--- src/include/pow_5_macros.svh ---
`ifndef POW_5_MACROS_SVH
`define POW_5_MACROS_SVH

// operand and result width, all arithmetic wraps at this width
`define POW_5_W 8

// result taps on the pipeline, powers two to five
`define POW_5_STAGES 4

// register levels after the input register of the pipeline
`define POW_5_DEPTH (`POW_5_STAGES + 1)

// one-hot step shifter width in the iterative engine
`define POW_5_SEQ_STEPS 5

`endif
--- src/source/board_pkg.sv ---
package board_pkg;

    // ------------------------------------------------------------------------
    // display geometry
    // ------------------------------------------------------------------------

    // eight hex digits on the board
    localparam int DIGITS = 8;

    // segments a to g, no decimal point
    localparam int SEG_W = 7;

    // ------------------------------------------------------------------------
    // display types
    // ------------------------------------------------------------------------

    // segment a in bit 0, a lit segment is 1
    typedef logic [SEG_W - 1:0] segments_t;

    // one enable per digit, digit 0 is the rightmost
    typedef logic [DIGITS - 1:0] digit_en_t;

    // all digit patterns, digit 0 in the low word
    typedef logic [DIGITS * SEG_W - 1:0] seg_bus_t;

endpackage

--- src/source/pow_5_pkg.sv ---
`include "pow_5_macros.svh"

package pow_5_pkg;

    // ------------------------------------------------------------------------
    // arithmetic words
    // ------------------------------------------------------------------------

    // one operand or one power, low W bits only
    typedef logic [`POW_5_W - 1:0] operand_t;

    // ------------------------------------------------------------------------
    // pipeline taps
    // ------------------------------------------------------------------------

    // bit 3 is power two, bit 0 is power five
    typedef logic [`POW_5_STAGES - 1:0] tap_vld_t;

    // power two in the top word, power five in the bottom word
    typedef logic [`POW_5_STAGES * `POW_5_W - 1:0] tap_bus_t;

endpackage

--- src/source/pow_5_top.sv ---
`timescale 1ns/100ps

module pow_5_top
(
    input  logic                 clk,
    input  logic                 rst_n,
    input  logic                 i_clk_en,
    input  logic                 i_n_vld,
    input  logic                 i_seq_vld,
    input  pow_5_pkg::operand_t  i_n,
    output pow_5_pkg::tap_vld_t  o_res_vld,
    output pow_5_pkg::tap_bus_t  o_res,
    output logic                 o_seq_busy,
    output logic                 o_seq_vld,
    output pow_5_pkg::operand_t  o_seq_res,
    output board_pkg::digit_en_t o_digit_en,
    output board_pkg::seg_bus_t  o_segments
);

    // ------------------------------------------------------------------------
    // pipelined engine, one operand per enabled cycle
    // ------------------------------------------------------------------------

    pow_5_pipelined pow_5_pipelined_i
    (
        .clk       ( clk       ),
        .rst_n     ( rst_n     ),
        .i_clk_en  ( i_clk_en  ),
        .i_n_vld   ( i_n_vld   ),
        .i_n       ( i_n       ),
        .o_res_vld ( o_res_vld ),
        .o_res     ( o_res     )
    );

    // ------------------------------------------------------------------------
    // iterative engine, shares the operand bus
    // ------------------------------------------------------------------------

    pow_5_multi_cycle pow_5_multi_cycle_i
    (
        .clk       ( clk        ),
        .rst_n     ( rst_n      ),
        .i_clk_en  ( i_clk_en   ),
        .i_n_vld   ( i_seq_vld  ),
        .i_n       ( i_n        ),
        .o_busy    ( o_seq_busy ),
        .o_res_vld ( o_seq_vld  ),
        .o_res     ( o_seq_res  )
    );

    // ------------------------------------------------------------------------
    // display of the pipeline taps
    // ------------------------------------------------------------------------

    seg_display seg_display_i
    (
        .i_res_vld  ( o_res_vld  ),
        .i_res      ( o_res      ),
        .o_digit_en ( o_digit_en ),
        .o_segments ( o_segments )
    );

endmodule

--- src/source/seg_display.sv ---
`timescale 1ns/100ps

module seg_display
(
    input  pow_5_pkg::tap_vld_t  i_res_vld,
    input  pow_5_pkg::tap_bus_t  i_res,
    output board_pkg::digit_en_t o_digit_en,
    output board_pkg::seg_bus_t  o_segments
);

    // two hex digits per 8-bit result
    localparam int DIGITS_PER_TAP = $bits(pow_5_pkg::operand_t) / 4;

    // ------------------------------------------------------------------------
    // hex font, segment a in bit 0
    // ------------------------------------------------------------------------

    function automatic board_pkg::segments_t hex_to_seg(input logic [3:0] nibble);
        board_pkg::segments_t seg;
        case (nibble)
            4'h0:    seg = 7'h3f;
            4'h1:    seg = 7'h06;
            4'h2:    seg = 7'h5b;
            4'h3:    seg = 7'h4f;
            4'h4:    seg = 7'h66;
            4'h5:    seg = 7'h6d;
            4'h6:    seg = 7'h7d;
            4'h7:    seg = 7'h07;
            4'h8:    seg = 7'h7f;
            4'h9:    seg = 7'h6f;
            4'ha:    seg = 7'h77;
            // lower case b and d so they differ from 8 and 0
            4'hb:    seg = 7'h7c;
            4'hc:    seg = 7'h39;
            4'hd:    seg = 7'h5e;
            4'he:    seg = 7'h79;
            default: seg = 7'h71;
        endcase
        return seg;
    endfunction

    // ------------------------------------------------------------------------
    // digit mapping
    // ------------------------------------------------------------------------

    // digit d shows nibble d, so power two lands on the two left digits
    always_comb
    begin
        for (int d = 0; d < board_pkg::DIGITS; d++)
        begin
            o_digit_en[d] = i_res_vld[d / DIGITS_PER_TAP];
            o_segments[d * board_pkg::SEG_W +: board_pkg::SEG_W] =
                hex_to_seg(i_res[d * 4 +: 4]);
        end
    end

endmodule

--- src/source/pow_5_multi_cycle.sv ---
`timescale 1ns/100ps

`include "pow_5_macros.svh"

module pow_5_multi_cycle
(
    input  logic                clk,
    input  logic                rst_n,
    input  logic                i_clk_en,
    input  logic                i_n_vld,
    input  pow_5_pkg::operand_t i_n,
    output logic                o_busy,
    output logic                o_res_vld,
    output pow_5_pkg::operand_t o_res
);

    localparam int STEPS = `POW_5_SEQ_STEPS;

    logic                req_q;
    logic                accept;
    logic [STEPS - 1:0]  shift_q;
    logic                res_vld_q;
    pow_5_pkg::operand_t n_q;
    pow_5_pkg::operand_t acc_q;
    pow_5_pkg::operand_t res_q;

    // a pending request also blocks, busy only rises one edge later
    assign accept = i_n_vld && !o_busy && !req_q;
    assign o_busy = |shift_q;

    // ------------------------------------------------------------------------
    // control
    // ------------------------------------------------------------------------

    always_ff @(posedge clk or negedge rst_n)
    begin
        if (!rst_n)
        begin
            req_q     <= 1'b0;
            shift_q   <= '0;
            res_vld_q <= 1'b0;
        end
        else if (i_clk_en)
        begin
            req_q     <= accept;
            res_vld_q <= shift_q[0];

            if (req_q)
                shift_q <= STEPS'(1) << (STEPS - 1);
            else
                shift_q <= shift_q >> 1;
        end
    end

    // ------------------------------------------------------------------------
    // datapath, one multiply per step
    // ------------------------------------------------------------------------

    always_ff @(posedge clk)
    begin
        if (i_clk_en)
        begin
            if (accept)
                n_q <= i_n;

            if (req_q)
                acc_q <= n_q;
            else if (|shift_q[STEPS - 1:1])
                acc_q <= acc_q * n_q;

            // result held until the next request finishes
            if (shift_q[0])
                res_q <= acc_q;
        end
    end

    assign o_res_vld = res_vld_q;
    assign o_res     = res_q;

    a_shift_onehot : assert property (
        @(posedge clk) disable iff (!rst_n)
        $onehot0(shift_q)
    );

    // idle on an enabled edge means no result right after it
    a_vld_after_busy : assert property (
        @(posedge clk) disable iff (!rst_n)
        (i_clk_en && !o_busy) |=> !o_res_vld
    );

endmodule

--- src/source/pow_5_pipelined.sv ---
`timescale 1ns/100ps

`include "pow_5_macros.svh"

module pow_5_pipelined
(
    input  logic                clk,
    input  logic                rst_n,
    input  logic                i_clk_en,
    input  logic                i_n_vld,
    input  pow_5_pkg::operand_t i_n,
    output pow_5_pkg::tap_vld_t o_res_vld,
    output pow_5_pkg::tap_bus_t o_res
);

    localparam int W     = `POW_5_W;
    localparam int DEPTH = `POW_5_DEPTH;

    // vld_q[i] and pow_q[i] belong to the operand sampled i edges ago
    logic [DEPTH:0]      vld_q;
    pow_5_pkg::operand_t n_q   [0:DEPTH - 1];
    pow_5_pkg::operand_t pow_q [2:DEPTH];

    // ------------------------------------------------------------------------
    // valid chain
    // ------------------------------------------------------------------------

    always_ff @(posedge clk or negedge rst_n)
    begin
        if (!rst_n)
        begin
            vld_q <= '0;
        end
        else if (i_clk_en)
        begin
            vld_q <= {vld_q[DEPTH - 1:0], i_n_vld};
        end
    end

    // ------------------------------------------------------------------------
    // operand chain and multipliers
    // ------------------------------------------------------------------------

    always_ff @(posedge clk)
    begin
        if (i_clk_en)
        begin
            n_q[0] <= i_n;

            for (int i = 1; i < DEPTH; i++)
            begin
                n_q[i] <= n_q[i - 1];
            end

            // first stage squares the delayed operand
            pow_q[2] <= n_q[1] * n_q[1];

            // later stages take one more factor of n each
            for (int i = 3; i <= DEPTH; i++)
            begin
                pow_q[i] <= pow_q[i - 1] * n_q[i - 1];
            end
        end
    end

    // ------------------------------------------------------------------------
    // taps, power two in the top slot
    // ------------------------------------------------------------------------

    always_comb
    begin
        for (int i = 2; i <= DEPTH; i++)
        begin
            o_res_vld[DEPTH - i]         = vld_q[i];
            o_res[(DEPTH - i) * W +: W]  = pow_q[i];
        end
    end

    // no X may travel down the valid chain once out of reset
    a_vld_known : assert property (
        @(posedge clk) disable iff (!rst_n)
        !$isunknown(vld_q)
    );

endmodule

--- config.mk ---
export PLATFORM = sky130hd
export DESIGN_NAME = pow_5_top
export DESIGN_NICKNAME = d
export VERILOG_FILES = /design/src/source/board_pkg.sv /design/src/source/pow_5_pkg.sv /design/src/source/pow_5_top.sv /design/src/source/seg_display.sv /design/src/source/pow_5_multi_cycle.sv /design/src/source/pow_5_pipelined.sv
export VERILOG_INCLUDE_DIRS = /design/src /design/src/include
export SDC_FILE = /design/constraint.sdc
export NUM_CORES = 1
export LEC_CHECK = 0
export ABC_AREA = 1
export CAP_MARGIN = 40
export CORE_MARGIN = 2
export CORE_UTILIZATION = 71
export DETAILED_ROUTE_END_ITERATION = 8
export DONT_BUFFER_PORTS = 1
export PLACE_DENSITY = 0.87
export SLEW_MARGIN = 10
export SYNTH_ARGS = -nofsm -noshare
export SYNTH_HDL_FRONTEND = slang
export SYNTH_SLANG_ARGS = --single-unit
--- constraint.sdc ---
create_clock -name clk -period 7.9 [get_ports clk]
set_input_delay 1.58 -clock clk [delete_from_list [all_inputs] [get_ports clk]]
set_output_delay 1.58 -clock clk [all_outputs]
set_load 0.01 [all_outputs]
==> impl_metrics.tcl, run 1 <==
set metrics [dict create \
    grt_max_degree 82 \
    area_growth_pct 3.516 \
    fin_worst_skew_ns 0.01332 \
    postCtsSetupRepairBufs 0 \
    worstSetupEndpointType "register" \
    drt-initial-drc-count 590 \
    antenna_cells 0 \
    pin_count 123 \
    rows 42 \
    dpl.hpwl_um 14590 \
    power_density_mw_per_mm2 320.8 \
    die_area_mm2 0.01443 \
    yosys_warnings 0 \
    peakVddDrop_mv 0.1960 \
    synth_top_cell_area_share_pct 28.86 \
    cts-buffers-inserted 9 \
    grt-ovfl-total 0 \
    gp_congestion 0.9156 \
    ys_seq_elements 105 \
    synth-simple-area-share_pct 15.83 \
    grt_pass1_vias 6745 \
    synth_common_cells "nand2_1, inv_1, ha_1, edfxtp_1, fa_1" \
    firstDrtPassIters 6 \
    synth.avg_cell_area_um2 8.360 \
    critPathTopFamily "adder cells" \
    status "complete, no violations" \
    ys_seq_area_share_pct 32.26 \
    relSlewSlack_pct 44.85 \
    async_reset_ff_share_pct 12.38 \
    cp-start-kind "register" \
    fp.dieW_um 120.1 \
    max_freq_ghz 0.2378 \
    postCtsHoldBufs 0 \
    drt_wl_total_um 18780 \
    final_antenna_net_count 0 \
    io_buffers 0 \
    num_vias 6953 \
    initial_core_util_pct 72.57 \
    tightest_slew_ns 0.8273 \
    cts_resized 0 \
    cellLeakagePower_nw 5.459 \
    cp-startpoint "pow_5_multi_cycle_i.acc_q[1]" \
    whs_ns 0.4152 \
    min_period_ns 4.205 \
    critPathSlowestCell "fa_1" \
    grt_usage_pct 27.22 \
    synth.largest_area_cell "edfxtp_1" \
    finalCritPeriodShare_pct 53.22 \
    synth_compound_area_share_pct 5.830 \
    synth_edf_count 92 \
    min_path_type "register to register" \
    yosys_most_used_dff "edfxtp_1" \
    setup_violations 0 \
    cts_tree "yes" \
    muxShareOfSynthArea_pct 0 \
    r2r_start "pow_5_multi_cycle_i.acc_q[1]" \
    syn_area_mm2 0.009572 \
    grt_first_pass_wirelength_um 30930 \
    cp.required_ns 8.03 \
    reg2reg_slack_ns 3.70 \
    cts-root-buf "clkbuf_16" \
    nets 1318 \
    synthCells 1145 \
    hp-start "pow_5_pipelined_i.n_q[0][5]" \
    drive_gt1_share_pct 2.299 \
    yosys-top-cells-area "edfxtp_1, ha_1, nand2_1" \
    cts.path.max_buffers 2 \
    cts.clk_slew.worst_paths_ns 0.08 \
    synth_top_family_by_area "adder cells" \
    synth_adder_area_share_pct 27.63 \
    crit_chain "nand2_1, fa_1, fa_1, inv_1, fa_1, inv_1, fa_1, inv_1, ha_1, a21oi_1, nand3_1, nand2_1, inv_1, nand2_1, nand3_1, nand3_1, nand2_1" \
    die_h_um 120.1 \
    rsz0062_at_grt "false" \
    cp_num_buf_inv 4 \
    worstSetupPathType "register to register" \
    yosysMostFrequentCell "nand2_1" \
    critPathMaxStageDelay_ns 0.55 \
    h-tree-depth 3 \
    cp_max_fo 8 \
    drc 0 \
    report.final.slew_viol_count 0 \
    hold_viol 0 \
    synthXorXnorAreaFrac_pct 4.771 \
    max_cap_viol_count 0 \
    core_mm2 0.01319 \
    fin_tns_setup_ns 0 \
    routedWlPerCell_um 14.37 \
    clock_sink_count 105 \
    synth_cell_types 33 \
    crit_arrival_ns 4.34 \
    viasPerCell 5.320 \
    antenna_found_initial 0 \
    clk_latency_ns 0.37 \
]
==> registers in the layout, summed over array words and instances, names as in the netlist <==
| register | flops |
|---|---|
| pow_5_multi_cycle_i.req_q | 1 |
| pow_5_pipelined_i.pow_q | 28 |
| pow_5_multi_cycle_i.o_res_vld | 1 |
| pow_5_pipelined_i.n_q | 40 |
| pow_5_multi_cycle_i.acc_q | 8 |
| pow_5_multi_cycle_i.o_res | 8 |
| pow_5_pipelined_i.vld_q | 6 |
| pow_5_multi_cycle_i.n_q | 8 |
| pow_5_multi_cycle_i.shift_q | 5 |
==> cell families after synthesis <==
kind of cell               after synthesis
AOI/OAI and AO/OA                      103
buffers and inverters                  322
other                                    1
DFF                                    105
adders and majority gates              179
and+or+nand+nor                        388
xor gates and xnor gates                47
==> worst paths after layout <==
path | endpoint | depth (start not counted)
worst min-delay path | pow_5_pipelined_i.n_q[0][13] | 0
max in group asynchronous | pow_5_multi_cycle_i.req_q | 0
min in group asynchronous | pow_5_pipelined_i.vld_q[5] | 0
worst min register to register | pow_5_pipelined_i.n_q[0][13] | 0
worst max-delay path | pow_5_multi_cycle_i.acc_q[7] | 17
worst max register to register | pow_5_multi_cycle_i.acc_q[7] | 17
==> layer usage <==
metal / wire length, um / vias up / track usage [%]
met5: 0 / - / 0
met1: 7287 / 3199 / 31.62
met3: 1534 / 48 / 7.367
met4: 552 / 0 / 10.96
li1: - / 3430 / -
met2: 9408 / 276 / 47.66
==> report_power, final <==
group | internal (W) | total, W | switching [W]
Clock | 0.000246 | 0.000479 | 0.000233
Sequential | 0.000776 | 0.000994 | 0.000218
Combinational | 0.000650 | 0.00171 | 0.00106
Total | 0.00167 | 0.00318 | 0.00151
==> area by class of cell <==
class	instances	area, um^2
Tap cell	176	220.2
Inverter	287	1077
Sequential cell	105	3088
Clock inverter	6	75.07
Clock buffer	10	250.2
Multi-Input combinational cell	723	5197
Fill cell	916	3282
==> placed cells by master, fill, tap and decap left out, drive strengths merged, types with 6 or more instances in the layout <==
cell type | Yosys | routed
nand2 | 320 | 320
inv | 285 | 288
ha | 125 | 125
edfxtp | 92 | 92
fa | 54 | 54
o21ai | 52 | 52
nor2 | 32 | 32
nand3 | 32 | 32
xnor2 | 28 | 28
a21oi | 23 | 23
xor2 | 19 | 19
a31oi | 17 | 17
dfrtp | 13 | 13
clkbuf | 10 | 10
conb | 1 | 6
==> per-stage QoR <==
step	cell area (um^2)	power (W)	utilization [%]	worst slack, ns	std cells
global route	9908	0.003483	75.12	3.498	1307
global placement	9583	0.002596	72.65	3.961	1291
detailed placement	9583	0.002692	72.65	3.820	1291
finish	9908	0.003179	75.12	3.695	1307
floorplan	9590	0.002347	-	4.011	1150
CTS	9908	0.003180	75.12	3.737	1307
No activity file was read; power rests on OpenSTA's default activity.
==> run 2: changes to the inputs <==
--- a/config.mk
+++ b/config.mk
@@ -6,13 +6,13 @@
 export SDC_FILE = /design/constraint.sdc
 export NUM_CORES = 1
 export LEC_CHECK = 0
-export ABC_AREA = 1
+export ABC_AREA = 0
 export CAP_MARGIN = 40
 export CORE_MARGIN = 2
-export CORE_UTILIZATION = 71
+export CORE_UTILIZATION = 66
 export DETAILED_ROUTE_END_ITERATION = 8
 export DONT_BUFFER_PORTS = 1
-export PLACE_DENSITY = 0.87
+export PLACE_DENSITY = 0.82
 export SLEW_MARGIN = 10
 export SYNTH_ARGS = -nofsm -noshare
 export SYNTH_HDL_FRONTEND = slang
==> constraint.sdc (replaced) <==
create_clock -name clk -period 4.4 [get_ports clk]
set_input_delay 0.88 -clock clk [delete_from_list [all_inputs] [get_ports clk]]
set_output_delay 0.88 -clock clk [all_outputs]
set_load 0.01 [all_outputs]
==> run 2 against run 1 <==
Combinational power up 120%. Highest routed layer unchanged. Via count decreased by 17%. Setup slack lost 3.4 ns. Critical path depth shrank 5.
==> impl_metrics.tcl, run 2 <==
set metrics [dict create \
    r2r_cells 12 \
    cp.required_ns 4.49 \
    crit_chain "nand2_1, fa_1, fa_1, inv_1, fa_1, inv_1, fa_1, xor2_1, xnor3_1, xnor3_1, xnor3_1, o21ai_1" \
    fin_tns_setup_ns 0 \
    critPathSlowestCell "fa_1" \
    routedWlPerCell_um 15.28 \
    power_density_mw_per_mm2 675.4 \
    synth_cell_types 38 \
    antenna_found_initial 0 \
    die_area_mm2 0.01500 \
    yosysMostFrequentCell "inv_1" \
    fp.dieW_um 122.5 \
    reg2reg_slack_ns 0.30 \
    grt_pass1_vias 5822 \
    synth.largest_area_cell "edfxtp_1" \
    synth_common_cells "inv_1, ha_1, nand2_1, edfxtp_1, and2_1" \
    clock_sink_count 105 \
    crit_arrival_ns 4.19 \
    grt-ovfl-total 0 \
    synthCells 899 \
    pre_cts_slack_ns 0.3306 \
    whs_ns 0.2100 \
    max_cap_viol_count 0 \
    ys_seq_elements 105 \
    die_h_um 122.5 \
    fill_cells 1041 \
    placed_cell_area_mm2 0.009363 \
    finalCritPeriodShare_pct 93.16 \
    worstSetupEndpointType "register" \
    grt_max_degree 83 \
    final_area_mm2 0.009676 \
    grt_first_pass_wirelength_um 27160 \
    drt-initial-drc-count 274 \
    min_path_type "input port to asynchronous set/reset pin" \
    async_reset_ff_share_pct 12.38 \
    postCtsSetupRepairBufs 0 \
    area_growth_pct 4.429 \
    fin_ws_ns 0.3012 \
    relSlewSlack_pct 53.59 \
    report.final.slew_viol_count 0 \
    final_antenna_net_count 0 \
    crit_path_end "pow_5_multi_cycle_i.acc_q[7]" \
    gp_congestion 0.8461 \
    rows 43 \
    cts-root-buf "clkbuf_16" \
    antenna_cells 0 \
    cts_resized 0 \
    core_mm2 0.01377 \
    fin_worst_skew_ns 0.006026 \
    io_buffers 0 \
    cp_common_cell "fa_1" \
    max_freq_ghz 0.2440 \
    mostFrequentLayoutCell "inv_1" \
    r2r-end "pow_5_multi_cycle_i.acc_q[7]" \
    peakVddDrop_mv 0.5862 \
    yosys-top-cells-area "edfxtp_1, ha_1, fa_1" \
    final_cell_mix "inv_1, ha_1, nand2_1, edfxtp_1, and2_1" \
    cp_max_fo 8 \
    cts-buffers-inserted 9 \
    cts.path.max_buffers 2 \
    reg_top3 "pow_5_pipelined_i.n_q (40), pow_5_pipelined_i.pow_q (28)" \
    tightest_slew_ns 0.6936 \
    yosys_most_used_dff "edfxtp_1" \
    cp-startpoint "pow_5_multi_cycle_i.acc_q[1]" \
    top_register "pow_5_pipelined_i.n_q" \
    h-tree-depth 3 \
    cts.clk_slew.worst_paths_ns 0.07 \
    worstSetupPathType "register to register" \
    clk_latency_ns 0.35 \
    drc 0 \
    yosys_warnings 0 \
    grt_usage_pct 23.28 \
    critPathMaxStageDelay_ns 0.56 \
    synth_top_cell_area_share_pct 29.82 \
    setup_violations 0 \
    largest_register_ffs 40 \
    r2r_start "pow_5_multi_cycle_i.acc_q[1]" \
    synth.avg_cell_area_um2 10.31 \
    num_vias 5791 \
    status "complete, no violations" \
    postCtsHoldBufs 0 \
    ys_seq_area_share_pct 33.33 \
    nets 1075 \
    synth_edf_count 92 \
    cts_tree "yes" \
    min_period_ns 4.099 \
    syn_area_mm2 0.009265 \
    firstDrtPassIters 4 \
    drive_gt1_share_pct 5.293 \
    initial_core_util_pct 67.27 \
    dpl.hpwl_um 12760 \
    hold_viol 0 \
    fin_util_pct 70.25 \
    cp-start-kind "register" \
    pin_count 123 \
    drt_wl_total_um 16320 \
    viasPerCell 5.422 \
    cellLeakagePower_nw 4.418 \
    rsz0062_at_grt "false" \
]
run 2: logic make-up after synthesis:
| kind of cell | after synthesis | share of synthesized area, % |
|---|---|---|
| buffers and inverters | 191 | 8.386 |
| other | 1 | 0.04047 |
| AND/OR/NAND/NOR | 227 | 12.13 |
| multiplexers | 18 | 3.038 |
| XOR/XNOR | 73 | 7.427 |
| flip-flops | 105 | 33.33 |
| adder cells (fa/ha/maj) | 179 | 28.55 |
| AO/OA/AOI/OAI | 105 | 7.104 |
run 2: critical path: cells and delay by family (launching register included):
kind	cells	cell delay (ns)
adder cells (fa/ha/maj)	4	1.96
buffers and inverters	2	0.10
AND/OR/NAND/NOR	1	0.12
XOR/XNOR	4	1.13
AO/OA/AOI/OAI	1	0.05
flip-flops	1	0.46
run 2: layer usage:
metal / vias to the layer above / wire length (um) / track usage, %
met3: 24 / 821 / 5.576
met5: - / 0 / 0
met1: 2787 / 7054 / 28.97
met4: 0 / 275 / 6.609
li1: 2860 / - / -
met2: 120 / 8166 / 40.56
run 2: worst min-delay path by stage:
stage	endpoint	slack, ns	cells past startpoint
2_1_floorplan	pow_5_pipelined_i.n_q[0][10]	0.40	0
3_5_place_dp	pow_5_pipelined_i.n_q[0][13]	0.40	0
6_report	pow_5_pipelined_i.vld_q[2]	0.21	0
3_3_place_gp	pow_5_pipelined_i.n_q[0][12]	0.40	0
4_1_cts	pow_5_pipelined_i.vld_q[3]	0.19	0
5_1_grt	pow_5_pipelined_i.vld_q[4]	0.19	0
run 2: layout make-up:
cell class | instances | area, um^2 | area share (%)
Clock buffer | 9 | 225.2 | 2.328
Clock inverter | 7 | 87.58 | 0.9052
Inverter | 150 | 563.0 | 5.819
Multi-Input combinational cell | 608 | 5419 | 56.01
Sequential cell | 105 | 3088 | 31.92
Tap cell | 180 | 225.2 | 2.328
Timing Repair Buffer | 9 | 67.56 | 0.6983
run 2: power breakdown:
part | switching, W | total [W] | internal (W)
Combinational | 0.00195 | 0.00374 | 0.00179
Sequential | 0.000470 | 0.00197 | 0.00150
Clock | 0.000373 | 0.000826 | 0.000453
Total | 0.00279 | 0.00653 | 0.00374
run 2: stage by stage:
step | total power (W) | instances
after global routing | 0.007185 | 1068
after CTS | 0.006609 | 1068
after global placement | 0.005562 | 1052
after floorplan | 0.005017 | 904
final | 0.006535 | 1068
after detailed placement | 0.005749 | 1052
==> run 3: changes to the inputs <==
--- a/config.mk
+++ b/config.mk
@@ -8,11 +8,13 @@
 export LEC_CHECK = 0
 export ABC_AREA = 0
 export CAP_MARGIN = 40
+export CELL_PAD_IN_SITES_DETAIL_PLACEMENT = 1
+export CELL_PAD_IN_SITES_GLOBAL_PLACEMENT = 1
 export CORE_MARGIN = 2
-export CORE_UTILIZATION = 66
+export CORE_UTILIZATION = 51
 export DETAILED_ROUTE_END_ITERATION = 8
 export DONT_BUFFER_PORTS = 1
-export PLACE_DENSITY = 0.82
+export PLACE_DENSITY_LB_ADDON = 0.1
 export SLEW_MARGIN = 10
 export SYNTH_ARGS = -nofsm -noshare
 export SYNTH_HDL_FRONTEND = slang
==> run 3 against run 2 <==
Critical endpoint unchanged. Clock skew up 0.0041 ns. Routed wire length is 20% higher. Utilization shrank 16 points. Die area is 28% higher. Cell count is 4.8% higher. Maximum frequency fell by 1.8%. Worst hold slack worse by 0.0085 ns. Register-to-register slack lost 0.07 ns.
==> impl_metrics.tcl, run 3 (synthesis results as in run 2) <==
set metrics [dict create \
    status "complete, no violations" \
    switchingPower_w 0.002952 \
    h-tree-depth 3 \
    num_vias 6015 \
    cts_tree "yes" \
    cts.clk_slew.worst_paths_ns 0.08 \
    initial_core_util_pct 51.75 \
    cts-buffers-inserted 9 \
    grt_first_pass_wirelength_um 33130 \
    core_mm2 0.01790 \
    clk_latency_ns 0.36 \
    hold_viol 0 \
    finalCritPeriodShare_pct 94.83 \
    p_seq_share_pct 29.8 \
    max_freq_ghz 0.2397 \
    cp_common_cell "fa_1" \
    pin_count 123 \
    power_density_mw_per_mm2 683.9 \
    wl_met3_um 805 \
    crit_arrival_ns 4.27 \
    fin_tns_setup_ns 0 \
    drt-initial-drc-count 189 \
    cp_max_fo 8 \
    gp_congestion 0.8551 \
    final_antenna_net_count 0 \
    min_period_ns 4.172 \
    fill_cells 1952 \
    critPathSlowestCell "fa_1" \
    reg2reg_slack_ns 0.23 \
    fin_worst_skew_ns 0.01016 \
    grt_max_degree 83 \
    nets 1077 \
    cellLeakagePower_nw 4.430 \
    whs_ns 0.2015 \
    min_path_type "input port to asynchronous set/reset pin" \
    cp.required_ns 4.50 \
    postCtsHoldBufs 0 \
    max_cap_viol_count 0 \
    cts_resized 0 \
    firstDrtPassIters 4 \
    cp-start-kind "register" \
    final_cell_mix "inv_1, ha_1, nand2_1, edfxtp_1, and2_1" \
    top_register "pow_5_pipelined_i.n_q" \
    drt_wl_total_um 19570 \
    largest_register_ffs 40 \
    peakVddDrop_mv 0.4397 \
    reg_top3 "pow_5_pipelined_i.n_q (40), pow_5_pipelined_i.pow_q (28)" \
    combinationalPowerShare_pct 57.7 \
    mostFrequentLayoutCell "inv_1" \
    rsz0062_at_grt "false" \
    area_growth_pct 5.294 \
    routedWlPerCell_um 17.48 \
    setup_violations 0 \
    antenna_cells 0 \
    m1WireLength_um 7686 \
    worstSetupPathType "register to register" \
    tightest_slew_ns 0.8600 \
    grt_usage_pct 21.15 \
    power_switching_share_pct 44.24 \
    grt-ovfl-total 0 \
    crit_chain "nand2_1, fa_1, fa_1, inv_1, fa_1, inv_1, fa_1, xor2_1, xnor3_1, xnor3_1, xnor3_1, o21ai_1" \
    dpl.hpwl_um 15380 \
    die_area_mm2 0.01926 \
    wl_met2_um 10710 \
    p_int_w 0.003720 \
    drc 0 \
    cts.path.max_buffers 2 \
    rows 49 \
    top_layer "met4" \
    clock_sink_count 105 \
    antenna_found_initial 0 \
    relSlewSlack_pct 42.46 \
    cts-root-buf "clkbuf_16" \
    io_buffers 0 \
    die_h_um 138.8 \
    clkPwrFrac_pct 12.5 \
    critPathMaxStageDelay_ns 0.55 \
    drive_gt1_share_pct 5.506 \
    viasPerCell 5.375 \
    report.final.slew_viol_count 0 \
    grt_pass1_vias 6683 \
    postCtsSetupRepairBufs 0 \
    fp.dieW_um 138.8 \
    worstSetupEndpointType "register" \
]
[run 3: cell type report]
cell class / instances / area [um^2] / area share (%)
clock buffer: 9 / 225.2 / 2.309
timing repair buffer: 11 / 80.08 / 0.8208
inverter: 150 / 563.0 / 5.771
clock inverter: 7 / 93.84 / 0.9619
sequential: 105 / 3088 / 31.65
multi-input combinational: 608 / 5419 / 55.55
tap: 229 / 286.5 / 2.937
[run 3: worst max-delay path, delay by kind of cell (launching register included)]
family,cells,cell delay (ns)
compound gates,1,0.06
xor+xnor,4,1.15
fa+ha+maj,4,1.94
buf+inv,2,0.10
flops,1,0.50
simple gates,1,0.15
[run 3: power groups by stage]
stage	registers [W]	clock network [W]	logic, W
final	0.00199	0.000834	0.00385
after global routing	0.00205	0.000886	0.00440
after CTS	0.00199	0.000853	0.00394
after detailed placement	0.00201	0	0.00388
after global placement	0.00199	0	0.00368
after floorplan	0.00175	0	0.00327
[run 3: final timing paths]
check                                              from                        endpoint  cells past startpoint
setup / recovery           pow_5_multi_cycle_i.acc_q[1]    pow_5_multi_cycle_i.acc_q[7]                     12
hold / removal                                    rst_n      pow_5_pipelined_i.vld_q[5]                      0
setup reg to reg           pow_5_multi_cycle_i.acc_q[1]    pow_5_multi_cycle_i.acc_q[7]                     12
hold reg to reg             pow_5_pipelined_i.n_q[0][3]    pow_5_pipelined_i.n_q[0][11]                      0
max in group asynchronous                         rst_n  pow_5_multi_cycle_i.shift_q[0]                      0
min in group clk            pow_5_pipelined_i.n_q[0][3]    pow_5_pipelined_i.n_q[0][11]                      0
[run 3: through the flow]
step                      utilization, %  std cells  area (um^2)  power (W)  worst slack (ns)
after detailed placement           52.71       1103         9437   0.005894            0.2250
after global placement             52.68       1102         9432   0.005666            0.4378
final                              54.49       1119         9756   0.006672            0.2276
after floorplan                        -        904         9284   0.005017            0.5549
after global routing               54.49       1119         9756   0.007331           0.05626
after CTS                          54.49       1119         9756   0.006787            0.2235
[run 3: per-layer routing]
layer / track usage [%] / vias to the layer above
li1: - / 2854
met1: 23.49 / 3029
met2: 40.47 / 102
met3: 5.041 / 30
met4: 5.369 / 0
met5: 0 / -
